## src/include/state_timer_defines.svh

```systemverilog
`ifndef STATE_TIMER_DEFINES_SVH
`define STATE_TIMER_DEFINES_SVH

// ---------------------------------------------------------------------------
// Flow table geometry
// ---------------------------------------------------------------------------

// Flow ID width, sets the table address width
`define STATE_TIMER_ID_W 8

// Table entries, one per flow ID
`define STATE_TIMER_DEPTH 256

// Timer and stored timestamp width
`define STATE_TIMER_W 16

// ---------------------------------------------------------------------------
// Update path flow control
// ---------------------------------------------------------------------------

// Update queue depth, equal to the sender's starting credits
`define STATE_TIMER_UPD_CREDITS 4

`endif

```

## src/hw/state_timer_pkg.sv

```systemverilog
`include "state_timer_defines.svh"

package state_timer_pkg;

    // ------------------------------------------------------------------------
    // Basic word types
    // ------------------------------------------------------------------------

    // Flow ID, also the table address
    typedef logic [`STATE_TIMER_ID_W-1:0] id_t;

    // Timer value, stored timestamp or elapsed delta
    typedef logic [`STATE_TIMER_W-1:0] timer_t;

    // ------------------------------------------------------------------------
    // Control plane encodings
    // ------------------------------------------------------------------------

    // Single entry commands
    typedef enum logic [1:0] {
        CMD_NOP   = 2'd0,
        CMD_GET   = 2'd1,
        CMD_SET   = 2'd2,
        CMD_CLEAR = 2'd3
    } ctrl_cmd_t;

    // Completion status, returned with ack
    typedef enum logic {
        STATUS_OK    = 1'b0,
        STATUS_ERROR = 1'b1
    } ctrl_status_t;

endpackage : state_timer_pkg

```

## src/hw/state_ctrl_intf.sv

```systemverilog
`timescale 1ns/1ps

// Control plane for single entry access
// One request outstanding at a time, req/rdy accept then one ack pulse
interface state_ctrl_intf;

    // Request side, driven by the controller
    logic                          req;
    state_timer_pkg::ctrl_cmd_t    cmd;
    state_timer_pkg::id_t          key;
    state_timer_pkg::timer_t       set_value;

    // Response side, driven by the peripheral
    logic                          rdy;
    logic                          ack;
    state_timer_pkg::ctrl_status_t status;
    logic                          get_valid;
    state_timer_pkg::timer_t       get_value;

    modport controller (
        output req, cmd, key, set_value,
        input  rdy, ack, status, get_valid, get_value
    );

    modport peripheral (
        input  req, cmd, key, set_value,
        output rdy, ack, status, get_valid, get_value
    );

endinterface : state_ctrl_intf

```

## src/hw/state_db_intf.sv

```systemverilog
`timescale 1ns/1ps

// Table access between the state core and the timestamp RAM
// Single port, write wins over read, read data one cycle after rd_en
interface state_db_intf;

    // Write port
    logic                    wr_en;
    state_timer_pkg::id_t    wr_addr;
    state_timer_pkg::timer_t wr_data;

    // Read port
    logic                    rd_en;
    state_timer_pkg::id_t    rd_addr;
    state_timer_pkg::timer_t rd_data;

    // High once the post-reset sweep has finished
    logic                    init_done;

    modport requester (
        output wr_en, wr_addr, wr_data, rd_en, rd_addr,
        input  rd_data, init_done
    );

    modport memory (
        input  wr_en, wr_addr, wr_data, rd_en, rd_addr,
        output rd_data, init_done
    );

endinterface : state_db_intf

```

## src/hw/state_db_ram.sv

```systemverilog
`timescale 1ns/1ps

`include "state_timer_defines.svh"

module state_db_ram (
    input  logic               clk,
    input  logic               srst,
    state_db_intf.memory       db
);

    // ------------------------------------------------------------------------
    // Storage and sweep state
    // ------------------------------------------------------------------------

    // One timestamp per flow ID
    state_timer_pkg::timer_t mem [`STATE_TIMER_DEPTH];

    // Sweep address, walks every entry once after reset
    state_timer_pkg::id_t    init_addr;
    logic                    init_done;

    // Registered read data
    state_timer_pkg::timer_t rd_data;

    // ------------------------------------------------------------------------
    // Reset sweep
    // ------------------------------------------------------------------------

    always_ff @(posedge clk) begin
        if (srst) begin
            init_addr <= '0;
            init_done <= 1'b0;
        end else if (!init_done) begin
            init_addr <= init_addr + 1'b1;
            // Last entry written this cycle
            if (init_addr == state_timer_pkg::id_t'(`STATE_TIMER_DEPTH - 1)) begin
                init_done <= 1'b1;
            end
        end
    end

    // ------------------------------------------------------------------------
    // Single port array
    // ------------------------------------------------------------------------

    // Sweep owns the port until done, requester is ignored meanwhile
    always_ff @(posedge clk) begin
        if (!init_done) begin
            mem[init_addr] <= '0;
        end else if (db.wr_en) begin
            mem[db.wr_addr] <= db.wr_data;
        end
    end

    // Read only when no write shares the cycle
    always_ff @(posedge clk) begin
        if (init_done && db.rd_en && !db.wr_en) begin
            rd_data <= mem[db.rd_addr];
        end
    end

    assign db.rd_data   = rd_data;
    assign db.init_done = init_done;

endmodule : state_db_ram

```

## src/hw/state_core.sv

```systemverilog
`timescale 1ns/1ps

`include "state_timer_defines.svh"

module state_core (
    input  logic                    clk,
    input  logic                    srst,
    output logic                    init_done,
    input  logic                    upd_valid,
    input  state_timer_pkg::id_t    upd_id,
    output logic                    upd_credit,
    input  state_timer_pkg::timer_t new_state,
    state_ctrl_intf.peripheral      ctrl,
    state_db_intf.requester         db
);

    localparam int QDEPTH = `STATE_TIMER_UPD_CREDITS;
    localparam int PTR_W  = $clog2(QDEPTH);
    localparam int CNT_W  = $clog2(QDEPTH + 1);

    // ------------------------------------------------------------------------
    // Signals
    // ------------------------------------------------------------------------

    // Update queue, holds flow IDs waiting for a table write
    state_timer_pkg::id_t          q_mem [QDEPTH];
    logic [PTR_W-1:0]              q_wr_ptr;
    logic [PTR_W-1:0]              q_rd_ptr;
    logic [CNT_W-1:0]              q_count;
    logic                          q_push;
    logic                          q_pop;

    // Control request in flight
    logic                          accept;
    logic                          cmd_ok;
    logic                          ack_q;
    logic                          get_valid_q;
    state_timer_pkg::ctrl_cmd_t    cmd_q;
    state_timer_pkg::id_t          key_q;
    state_timer_pkg::ctrl_status_t status_q;

    // Table usage this cycle
    logic                          ctrl_wr;
    logic                          ctrl_busy;

    assign init_done = db.init_done;

    // ------------------------------------------------------------------------
    // Control plane
    // ------------------------------------------------------------------------

    // Idle between requests, low on the ack cycle
    assign ctrl.rdy = db.init_done && !ack_q;
    assign accept   = ctrl.req && ctrl.rdy;

    // NOP and anything unknown complete with an error
    always_comb begin
        case (ctrl.cmd)
            state_timer_pkg::CMD_GET,
            state_timer_pkg::CMD_SET,
            state_timer_pkg::CMD_CLEAR: cmd_ok = 1'b1;
            default:                    cmd_ok = 1'b0;
        endcase
    end

    always_ff @(posedge clk) begin
        if (srst) begin
            ack_q       <= 1'b0;
            get_valid_q <= 1'b0;
        end else begin
            ack_q       <= accept;
            get_valid_q <= accept && (ctrl.cmd == state_timer_pkg::CMD_GET);
        end
    end

    // Request payload, kept for the write on the ack cycle
    always_ff @(posedge clk) begin
        if (accept) begin
            cmd_q    <= ctrl.cmd;
            key_q    <= ctrl.key;
            status_q <= cmd_ok ? state_timer_pkg::STATUS_OK : state_timer_pkg::STATUS_ERROR;
        end
    end

    assign ctrl.ack       = ack_q;
    assign ctrl.status    = status_q;
    assign ctrl.get_valid = get_valid_q;
    // Stored value of the entry, read on the accept cycle
    assign ctrl.get_value = db.rd_data;

    // SET and CLEAR write back on the ack cycle
    assign ctrl_wr   = ack_q && ((cmd_q == state_timer_pkg::CMD_SET) ||
                                 (cmd_q == state_timer_pkg::CMD_CLEAR));
    assign ctrl_busy = accept || ctrl_wr;

    // ------------------------------------------------------------------------
    // Update queue
    // ------------------------------------------------------------------------

    // Full queue means a sender overran its credits
    assign q_push = upd_valid && (q_count != CNT_W'(QDEPTH));
    // Drain only when control leaves the table free
    assign q_pop  = db.init_done && (q_count != '0) && !ctrl_busy;

    always_ff @(posedge clk) begin
        if (q_push) begin
            q_mem[q_wr_ptr] <= upd_id;
        end
    end

    always_ff @(posedge clk) begin
        if (srst) begin
            q_wr_ptr <= '0;
            q_rd_ptr <= '0;
            q_count  <= '0;
        end else begin
            if (q_push) begin
                q_wr_ptr <= (q_wr_ptr == PTR_W'(QDEPTH - 1)) ? '0 : q_wr_ptr + 1'b1;
            end
            if (q_pop) begin
                q_rd_ptr <= (q_rd_ptr == PTR_W'(QDEPTH - 1)) ? '0 : q_rd_ptr + 1'b1;
            end
            q_count <= q_count + CNT_W'(q_push) - CNT_W'(q_pop);
        end
    end

    // One credit back per queued update written
    assign upd_credit = q_pop;

    // ------------------------------------------------------------------------
    // Table access
    // ------------------------------------------------------------------------

    assign db.rd_en   = accept;
    assign db.rd_addr = ctrl.key;
    assign db.wr_en   = ctrl_wr || q_pop;
    assign db.wr_addr = ctrl_wr ? key_q : q_mem[q_rd_ptr];

    always_comb begin
        if (!ctrl_wr) begin
            db.wr_data = new_state;
        end else if (cmd_q == state_timer_pkg::CMD_SET) begin
            db.wr_data = ctrl.set_value;
        end else begin
            db.wr_data = '0;
        end
    end

endmodule : state_core

```

## src/hw/state_timer_core.sv

```systemverilog
`timescale 1ns/1ps

module state_timer_core (
    input  logic                 clk,
    input  logic                 srst,
    input  logic                 tick,
    output logic                 init_done,
    output logic                 upd_credit,
    input  logic                 upd_valid,
    input  state_timer_pkg::id_t upd_id,
    state_ctrl_intf.peripheral   ctrl,
    state_db_intf.requester      db
);

    // ------------------------------------------------------------------------
    // Signals
    // ------------------------------------------------------------------------

    // Free running timer, wraps at 2^16
    state_timer_pkg::timer_t timer;

    // Control plane seen by the generic state engine
    state_ctrl_intf core_ctrl ();

    // ------------------------------------------------------------------------
    // Generic state engine
    // ------------------------------------------------------------------------

    // Every update stamps the entry with the current timer
    state_core state_core_inst (
        .clk        (clk),
        .srst       (srst),
        .init_done  (init_done),
        .upd_valid  (upd_valid),
        .upd_id     (upd_id),
        .upd_credit (upd_credit),
        .new_state  (timer),
        .ctrl       (core_ctrl.peripheral),
        .db         (db)
    );

    // ------------------------------------------------------------------------
    // Timer
    // ------------------------------------------------------------------------

    always_ff @(posedge clk) begin
        if (srst) begin
            timer <= '0;
        end else if (tick) begin
            timer <= timer + 1'b1;
        end
    end

    // ------------------------------------------------------------------------
    // Control remapping
    // ------------------------------------------------------------------------

    // SET always restamps with the live timer
    assign core_ctrl.req       = ctrl.req;
    assign core_ctrl.cmd       = ctrl.cmd;
    assign core_ctrl.key       = ctrl.key;
    assign core_ctrl.set_value = timer;

    // No extra latency on accept
    assign ctrl.rdy = core_ctrl.rdy;

    // Elapsed time since stamp, modulo 2^16
    always_ff @(posedge clk) begin
        ctrl.get_value <= timer - core_ctrl.get_value;
        ctrl.status    <= core_ctrl.status;
    end

    // Handshake flags follow the delta by one register
    always_ff @(posedge clk) begin
        if (srst) begin
            ctrl.ack       <= 1'b0;
            ctrl.get_valid <= 1'b0;
        end else begin
            ctrl.ack       <= core_ctrl.ack;
            ctrl.get_valid <= core_ctrl.get_valid;
        end
    end

endmodule : state_timer_core

```

## src/hw/state_timer_top.sv

```systemverilog
`timescale 1ns/1ps

module state_timer_top (
    input  logic                          clk,
    input  logic                          srst,
    input  logic                          tick,
    input  logic                          upd_valid,
    input  state_timer_pkg::id_t          upd_id,
    output logic                          upd_credit,
    output logic                          init_done,
    input  logic                          ctrl_req,
    input  state_timer_pkg::ctrl_cmd_t    ctrl_cmd,
    input  state_timer_pkg::id_t          ctrl_key,
    output logic                          ctrl_rdy,
    output logic                          ctrl_ack,
    output state_timer_pkg::ctrl_status_t ctrl_status,
    output logic                          ctrl_get_valid,
    output state_timer_pkg::timer_t       ctrl_get_value
);

    // ------------------------------------------------------------------------
    // Internal buses
    // ------------------------------------------------------------------------

    state_ctrl_intf ctrl_bus ();
    state_db_intf   db_bus ();

    // Control plane ports onto the bus
    assign ctrl_bus.req       = ctrl_req;
    assign ctrl_bus.cmd       = ctrl_cmd;
    assign ctrl_bus.key       = ctrl_key;
    // Timer core substitutes its own timer here
    assign ctrl_bus.set_value = '0;

    assign ctrl_rdy       = ctrl_bus.rdy;
    assign ctrl_ack       = ctrl_bus.ack;
    assign ctrl_status    = ctrl_bus.status;
    assign ctrl_get_valid = ctrl_bus.get_valid;
    assign ctrl_get_value = ctrl_bus.get_value;

    // ------------------------------------------------------------------------
    // Timer core and table
    // ------------------------------------------------------------------------

    state_timer_core state_timer_core_inst (
        .clk        (clk),
        .srst       (srst),
        .tick       (tick),
        .init_done  (init_done),
        .upd_credit (upd_credit),
        .upd_valid  (upd_valid),
        .upd_id     (upd_id),
        .ctrl       (ctrl_bus.peripheral),
        .db         (db_bus.requester)
    );

    state_db_ram state_db_ram_inst (
        .clk  (clk),
        .srst (srst),
        .db   (db_bus.memory)
    );

endmodule : state_timer_top

```

## config.mk

```make
export PLATFORM = sky130hd
export DESIGN_NAME = state_timer_top
export DESIGN_NICKNAME = d
export VERILOG_FILES = /design/src/hw/state_timer_pkg.sv /design/src/hw/state_ctrl_intf.sv /design/src/hw/state_db_intf.sv /design/src/hw/state_db_ram.sv /design/src/hw/state_core.sv /design/src/hw/state_timer_core.sv /design/src/hw/state_timer_top.sv
export VERILOG_INCLUDE_DIRS = /design/src /design/src/include
export SDC_FILE = /design/constraint.sdc
export NUM_CORES = 2
export LEC_CHECK = 0
export ABC_CLOCK_PERIOD_IN_PS = 5800
export BUFFER_PORTS_ARGS = -buffer_cell sky130_fd_sc_hd__buf_2
export CAP_MARGIN = 20
export CORE_ASPECT_RATIO = 1.75
export CORE_MARGIN = 3
export CORE_UTILIZATION = 57
export CTS_CLUSTER_DIAMETER = 40
export DETAILED_ROUTE_END_ITERATION = 6
export PLACE_DENSITY = 0.76
export SYNTH_ARGS = -nofsm -noshare
export SYNTH_HDL_FRONTEND = slang
export SYNTH_MEMORY_MAX_BITS = 65536
export SYNTH_SLANG_ARGS = --single-unit
```

## constraint.sdc

```tcl
create_clock -name clk -period 5.8 [get_ports clk]
set_clock_uncertainty 0.15 [all_clocks]
set_input_delay 0.58 -clock clk [delete_from_list [all_inputs] [get_ports clk]]
set_output_delay 0.58 -clock clk [all_outputs]
set_load 0.01 [all_outputs]
```

Word level (Yosys, flattened, before mapping)

Memories as Yosys holds them, arrays and structs flattened. A register that Yosys moved wholly into a read port is not among the register bits.
Cells that the tools add are included.

Register bits: 64
Memory bits (writable): 4128
Bits of input ports: 23
Output and inout bits: 22
Logic and storage cells: 71
Memories: 2

Memories:

| name                                        | words | width | rd ports | clocked after Yosys merged registers in | write ports | RTL line           | RTL |
|---|---|---|---|---|---|---|---|
| state_db_ram_inst.mem                       | 256   | 16    | 1        | 1                                       | 1           | state_db_ram.sv:16 | `` state_timer_pkg::timer_t mem [`STATE_TIMER_DEPTH]; `` |
| state_timer_core_inst.state_core_inst.q_mem | 4     | 8     | 1        | 1                                       | 1           | state_core.sv:26   | `state_timer_pkg::id_t q_mem [QDEPTH];` |

$add $sub $neg: 7
Equal/unequal tests: 9
Muxes and demuxes: 20
Reduce and logical (&&, ||, !) cells: 18

Operators with widths:

| kind                  | number |
|---|---|
| $mux 16               | 3 |
| $add 16x1->16 const B | 1 |
| $mux 8                | 2 |
| $reduce_or 16->1      | 1 |
| $sub 16x16->16        | 1 |
| $eq 2x2->1 const B    | 6 |
| $mux 1                | 11 |
| $logic_and 1x1->1     | 9 |
| $add 8x1->8 const B   | 1 |
| $eq 8x8->1 const B    | 1 |
| $mux 2                | 4 |
| $add 2x1->2 const B   | 2 |
| $add 3x1->3           | 1 |
| $logic_not 1->1       | 3 |
| $logic_or 1x1->1      | 3 |
| $ne 3x3->1 const B    | 1 |
| $reduce_bool 3->1     | 1 |
| $reduce_or 3->1       | 1 |
| $sub 3x1->3           | 1 |
| $eq 2x1->1 const B    | 1 |

Depth between registers and ports, before layout

Depth in word-level cells: 12
Gate-level depth with buffers: 11
Mapped depth without buffers: 11

Hierarchy

A second synthesis with hierarchy kept.

Cells, all modules: 7893
Area, all modules: 164366.4 um^2

By module, submodules not included:

| module           | instances | cells each | area each (um^2) | seq. area each (um^2) |
|---|---|---|---|---|
| state_db_ram     | 1         | 7466       | 159795.8         | 123658.6 |
| state_core       | 1         | 205        | 2636.3           | 1511.4 |
| state_timer_core | 1         | 221        | 1930.6           | 700.7 |
| state_timer_top  | 1         | 1          | 3.8              | 0.0 |

Least setup slack after synthesis

No wires, ideal clock.

Path type: in2reg
From: in ctrl_req
To: mem state_db_ram_inst.mem[0][10] (netlist bit), data pin
Library setup time: 870 ps
Arrival time: 4922 ps
Required time: 4780 ps
Slack: -143 ps
Stages: 7
Path buffers: 2
Cells stage by stage: inv_1 -> o32ai_2 -> a21bo_2 -> clkbuf_1 -> a31oi_1 -> clkbuf_1 -> and2_1

Word-level cells in the longest chain between the ends: 10

Ends and longest elaborated chain:

| what                         | RTL line              | RTL |
|---|---|---|
| start: declaration           | state_timer_top.sv:11 | `input logic ctrl_req,` |
| $logic_and 1x1->1            | state_core.sv:54      | `assign accept = ctrl.req && ctrl.rdy;` |
| $logic_or 1x1->1             | state_core.sv:94      | `assign ctrl_busy = accept \|\| ctrl_wr;` |
| $logic_not 1->1              | state_core.sv:103     | `assign q_pop = db.init_done && (q_count != '0) && !ctrl_busy;` |
| $logic_and 1x1->1            | state_core.sv:103     |  |
| $logic_or 1x1->1             | state_core.sv:136     | `assign db.wr_en = ctrl_wr \|\| q_pop;` |
| $mux 1                       | state_db_ram.sv:50    | `end else if (db.wr_en) begin` |
| $mux 1                       | state_db_ram.sv:48    | `if (!init_done) begin` |
| $mux 1 (not written as such) | state_db_ram.sv:51    | `mem[db.wr_addr] <= db.wr_data;` |
| $reduce_or 16->1 (no line)   | -                     |  |
| $mux 16 (no line)            | -                     |  |
| end: declaration             | state_db_ram.sv:16    |  |

Every way passes these cells.

==> run_results.csv <==
group,metric,value,unit
sta,min_period,4.96,ns
yosys,synth-warning-count,0,
worst_setup_path,r2r_end,"state_db_ram_inst.mem[48][9]$_DFFE_PP_",
yosys,synth_ff_type,"edfxtp_1",
pwr,power.leakage,60.9,nW
global_routing,grt_start_max_net_pins,135,
finish,syn2layout_area_growth,12.0,%
route,dr_total_vias,79800,
yosys,synth_cells,7132,
sta,tns,0,ns
yosys,synth_edf_count,4155,
finish,fin_nets,7699,
cts,hold_buffers,18,
floorplanning,die_x,408,um
finish,fillers,17300,
sta,relSlewSlack,1.86,%
yosys,ys_types,60,
sta,slew_violations,0,
worst_setup_path,cp.arrival,5.54,ns
pwr,power.total,0.0586,W
sta,max_freq,202,MHz
worst_hold_path,hp-class,"primary input to flop",
route,first_pass_iters,7,
global_routing,grtUsageTotal,29.0,%
worst_setup_path,crit_path_start_kind,"primary input",
cts,cts_setup_buffers,0,
finish,regArea,126000,um2
worst_setup_path,critical_path_class,"primary input to flop",
cts,cts-buffers-inserted,351,
cts,clk_pin_slew,0.07,ns
cts,clockRootBuffer,"clkbuf_16",
route,m1WireLength,134,mm
worst_setup_path,critPathLaunch,"ctrl_key[4]",
sta,hold_violations,0,
finish,drive_above_1_share,27.9,%
finish,final_cell_mix,"edfxtp_1 (4155), mux4_2 (1032), buf_4 (458)",
worst_setup_path,worst-r2r-setup-slack,1.21,ns
worst_setup_path,cp-end-kind,"flop",
placement,portBuffers,44,
placement,gp_congestion,0.932,
global_routing,gr-total-overflow,0,
sta,finalCritPeriodShare,85.5,%
run_status,violations,"DRC",
cts,ctsResizeCount,0,
cts,tritoncts,"yes",
floorplanning,dieArea,289000,um2
sta,setup_violations,0,
floorplanning,rows,257,
worst_hold_path,min_path_cells,2,
route,wl_met2,212,mm
cts,clkSinkCount,4210,
global_routing,grt_first_pass_wirelength,600,mm
worst_hold_path,hold_start,"srst",
yosys,synth_seq_cells,4210,
cts,htreeDepth,5,
route,first_iter_violations,11500,
route,wl,418,mm
worst_setup_path,crit_fanout,40,
cts,clock_latency,0.91,ns
floorplanning,io_pins,45,
worst_setup_path,crit_required,6.38,ns
route,final_antenna_net_count,0,
job,max_cap_viol_count,0,
route,wire_per_inst,35.8,um
sta,rsz0062_at_grt,"no",
pwr,peakVddDrop,0.259,mV
yosys,yosysSeqAreaShare,78.1,%
run_status,outcome,"finished with violations",
yosys,post_synth.cell_area_avg,22.6,um2
yosys,synthesis.area,161000,um2
yosys,synth_top_cell_area_share,77.4,%
worst_setup_path,r2r-start,"state_timer_core_inst.state_core_inst.ctrl.ack$_SDFF_PP0_",
floorplanning,core-area,281000,um2
yosys,synth_area_leader_cell,"edfxtp_1",
worst_setup_path,reg2regPathDepth,8,
route,viasPerCell,6.83,
route,wl_met3,36.7,mm
placement,hpwl,257,mm
yosys,async_reset_ff_share,0,%
route,drc,1,
yosys,syn-num-nets,7181,
global_routing,antenna_found_initial,11,
global_routing,grt_pass1_vias,81200,
sta,tightest_slew,1.47,ns
yosys,synthTopCellsByArea,"edfxtp_1 (77%), mux4_2 (14%), mux2i_1 (1.1%)",
floorplanning,die_h,709,um
sta,whs,0.108,ns
cts,cts_buffer_depth,4,
finish,multi_input_area,33100,um2
finish,layout_commonest_cell,"edfxtp_1",
pwr,pwr_density_cell,325,nW/um2
route,routed.top_layer,"met5",
floorplanning,start_util,57.4,%
synth_stat cells, types with 3 or more instances:
| cell type | n |
|---|---|
| inv_1 | 29 |
| o21a_1 | 4 |
| ha_1 | 24 |
| or4_1 | 32 |
| buf_4 | 49 |
| nor2b_1 | 13 |
| a211oi_1 | 64 |
| nor2_1 | 330 |
| mux4_2 | 1032 |
| nand2_1 | 30 |
| o21ai_0 | 39 |
| nand3b_1 | 6 |
| a21oi_1 | 11 |
| a31oi_1 | 41 |
| mux2i_1 | 171 |
| or3_1 | 20 |
| a221oi_1 | 48 |
| buf_1 | 29 |
| dfxtp_1 | 55 |
| and2_1 | 20 |
| mux2_2 | 4 |
| clkbuf_1 | 169 |
| a22oi_1 | 160 |
| xnor2_1 | 17 |
| nand4_1 | 21 |
| buf_6 | 38 |
| nor3_1 | 65 |
| and3_1 | 6 |
| or2_2 | 28 |
| o32ai_1 | 32 |
| and2b_1 | 3 |
| or2_1 | 4 |
| xor2_1 | 15 |
| o22ai_1 | 96 |
| edfxtp_1 | 4155 |
| buf_2 | 141 |
| a22o_1 | 80 |
| nand3_1 | 16 |
per-stage QoR:
stage               area [um2]  utilization, %  setup WS, ns  cells
floorplan               161000               -        0.0761   7132
CTS                     180000            64.3         0.987  11700
global route            180000            64.3         0.935  11700
detailed placement      169000            60.2         0.635  11000
global placement        169000            60.1         0.527  11000
finish                  180000            64.3         0.838  11700
worst max-delay path, cell delays in order:
cell	delay (ns)
dlygate4sd3_1	0.56
buf_8	0.36
nand3b_1	0.32
buf_4	0.37
or2_1	0.64
o22ai_1	0.35
or4_1	0.55
nor2_1	0.90
nand4_1	0.53
nor3_1	0.30
power by group:
group	leakage [nW]	switching [W]	total, W	internal (W)
registers	42.3	0.0000343	0.0330	0.0330
logic	13.0	0.00115	0.00185	0.000701
clock network	5.50	0.0107	0.0238	0.0130
final cells by class:
cell class | instances | area share [%]
Sequential cell | 4210 | 69.8
Multi-Input combinational cell | 2464 | 18.4
Clock buffer | 421 | 5.09
Timing Repair Buffer | 593 | 2.95
Tap cell | 3755 | 2.60
Clock inverter | 208 | 1.18
Inverter | 30 | 0.0624
Antenna cell | 5 | 0.00693
layer usage:
metal,global-route usage (%),vias up
met5,0,-
met4,20.3,6
met2,48.5,5327
li1,-,31300
met3,4.69,1097
met1,34.9,42000
how the worst max path moves through the flow:
stage	slack, ns	cells past startpoint	endpoint
after floorplan	0.08	6	state_db_ram_inst.mem[0][0]$_DFFE_PP_
after CTS	0.99	10	state_db_ram_inst.db.rd_data[4]$_DFFE_PP_
final	0.84	10	state_db_ram_inst.db.rd_data[8]$_DFFE_PP_
after global placement	0.53	8	state_db_ram_inst.db.rd_data[4]$_DFFE_PP_
after detailed placement	0.63	9	state_db_ram_inst.db.rd_data[4]$_DFFE_PP_
after global routing	0.93	10	state_db_ram_inst.db.rd_data[8]$_DFFE_PP_
state kept, by name, indices dropped and copies added, names as in the netlist, 2 cells and up, named ones only:
| name | flops |
|---|---|
| state_db_ram_inst.mem | 4096 |
| state_timer_core_inst.state_core_inst.q_mem | 32 |
| state_db_ram_inst.db.rd_data | 16 |
| state_timer_core_inst.core_ctrl.set_value | 16 |
| state_timer_core_inst.ctrl.get_value | 16 |
| state_db_ram_inst.init_addr | 8 |
| state_timer_core_inst.state_core_inst.key_q | 8 |
| state_timer_core_inst.state_core_inst.q_count | 3 |
| state_timer_core_inst.state_core_inst.cmd_q | 2 |
| state_timer_core_inst.state_core_inst.q_rd_ptr | 2 |
| state_timer_core_inst.state_core_inst.q_wr_ptr | 2 |
logic make-up (layout without fill, tap and decap cells):
| logic type | Yosys count | count (layout) | synth area share (%) |
|---|---|---|---|
| adder cells (fa/ha/maj) | 26 | 26 | 0.211 |
| buffers and inverters | 458 | 1252 | 1.47 |
| AND/OR/NAND/NOR | 604 | 604 | 1.77 |
| XOR/XNOR | 32 | 32 | 0.174 |
| multiplexers | 1211 | 1211 | 15.6 |
| other | 0 | 5 | 0 |
| flip-flops | 4210 | 4210 | 78.1 |
| AO/OA/AOI/OAI | 591 | 591 | 2.71 |
Power figures use the tool's default switching activity.
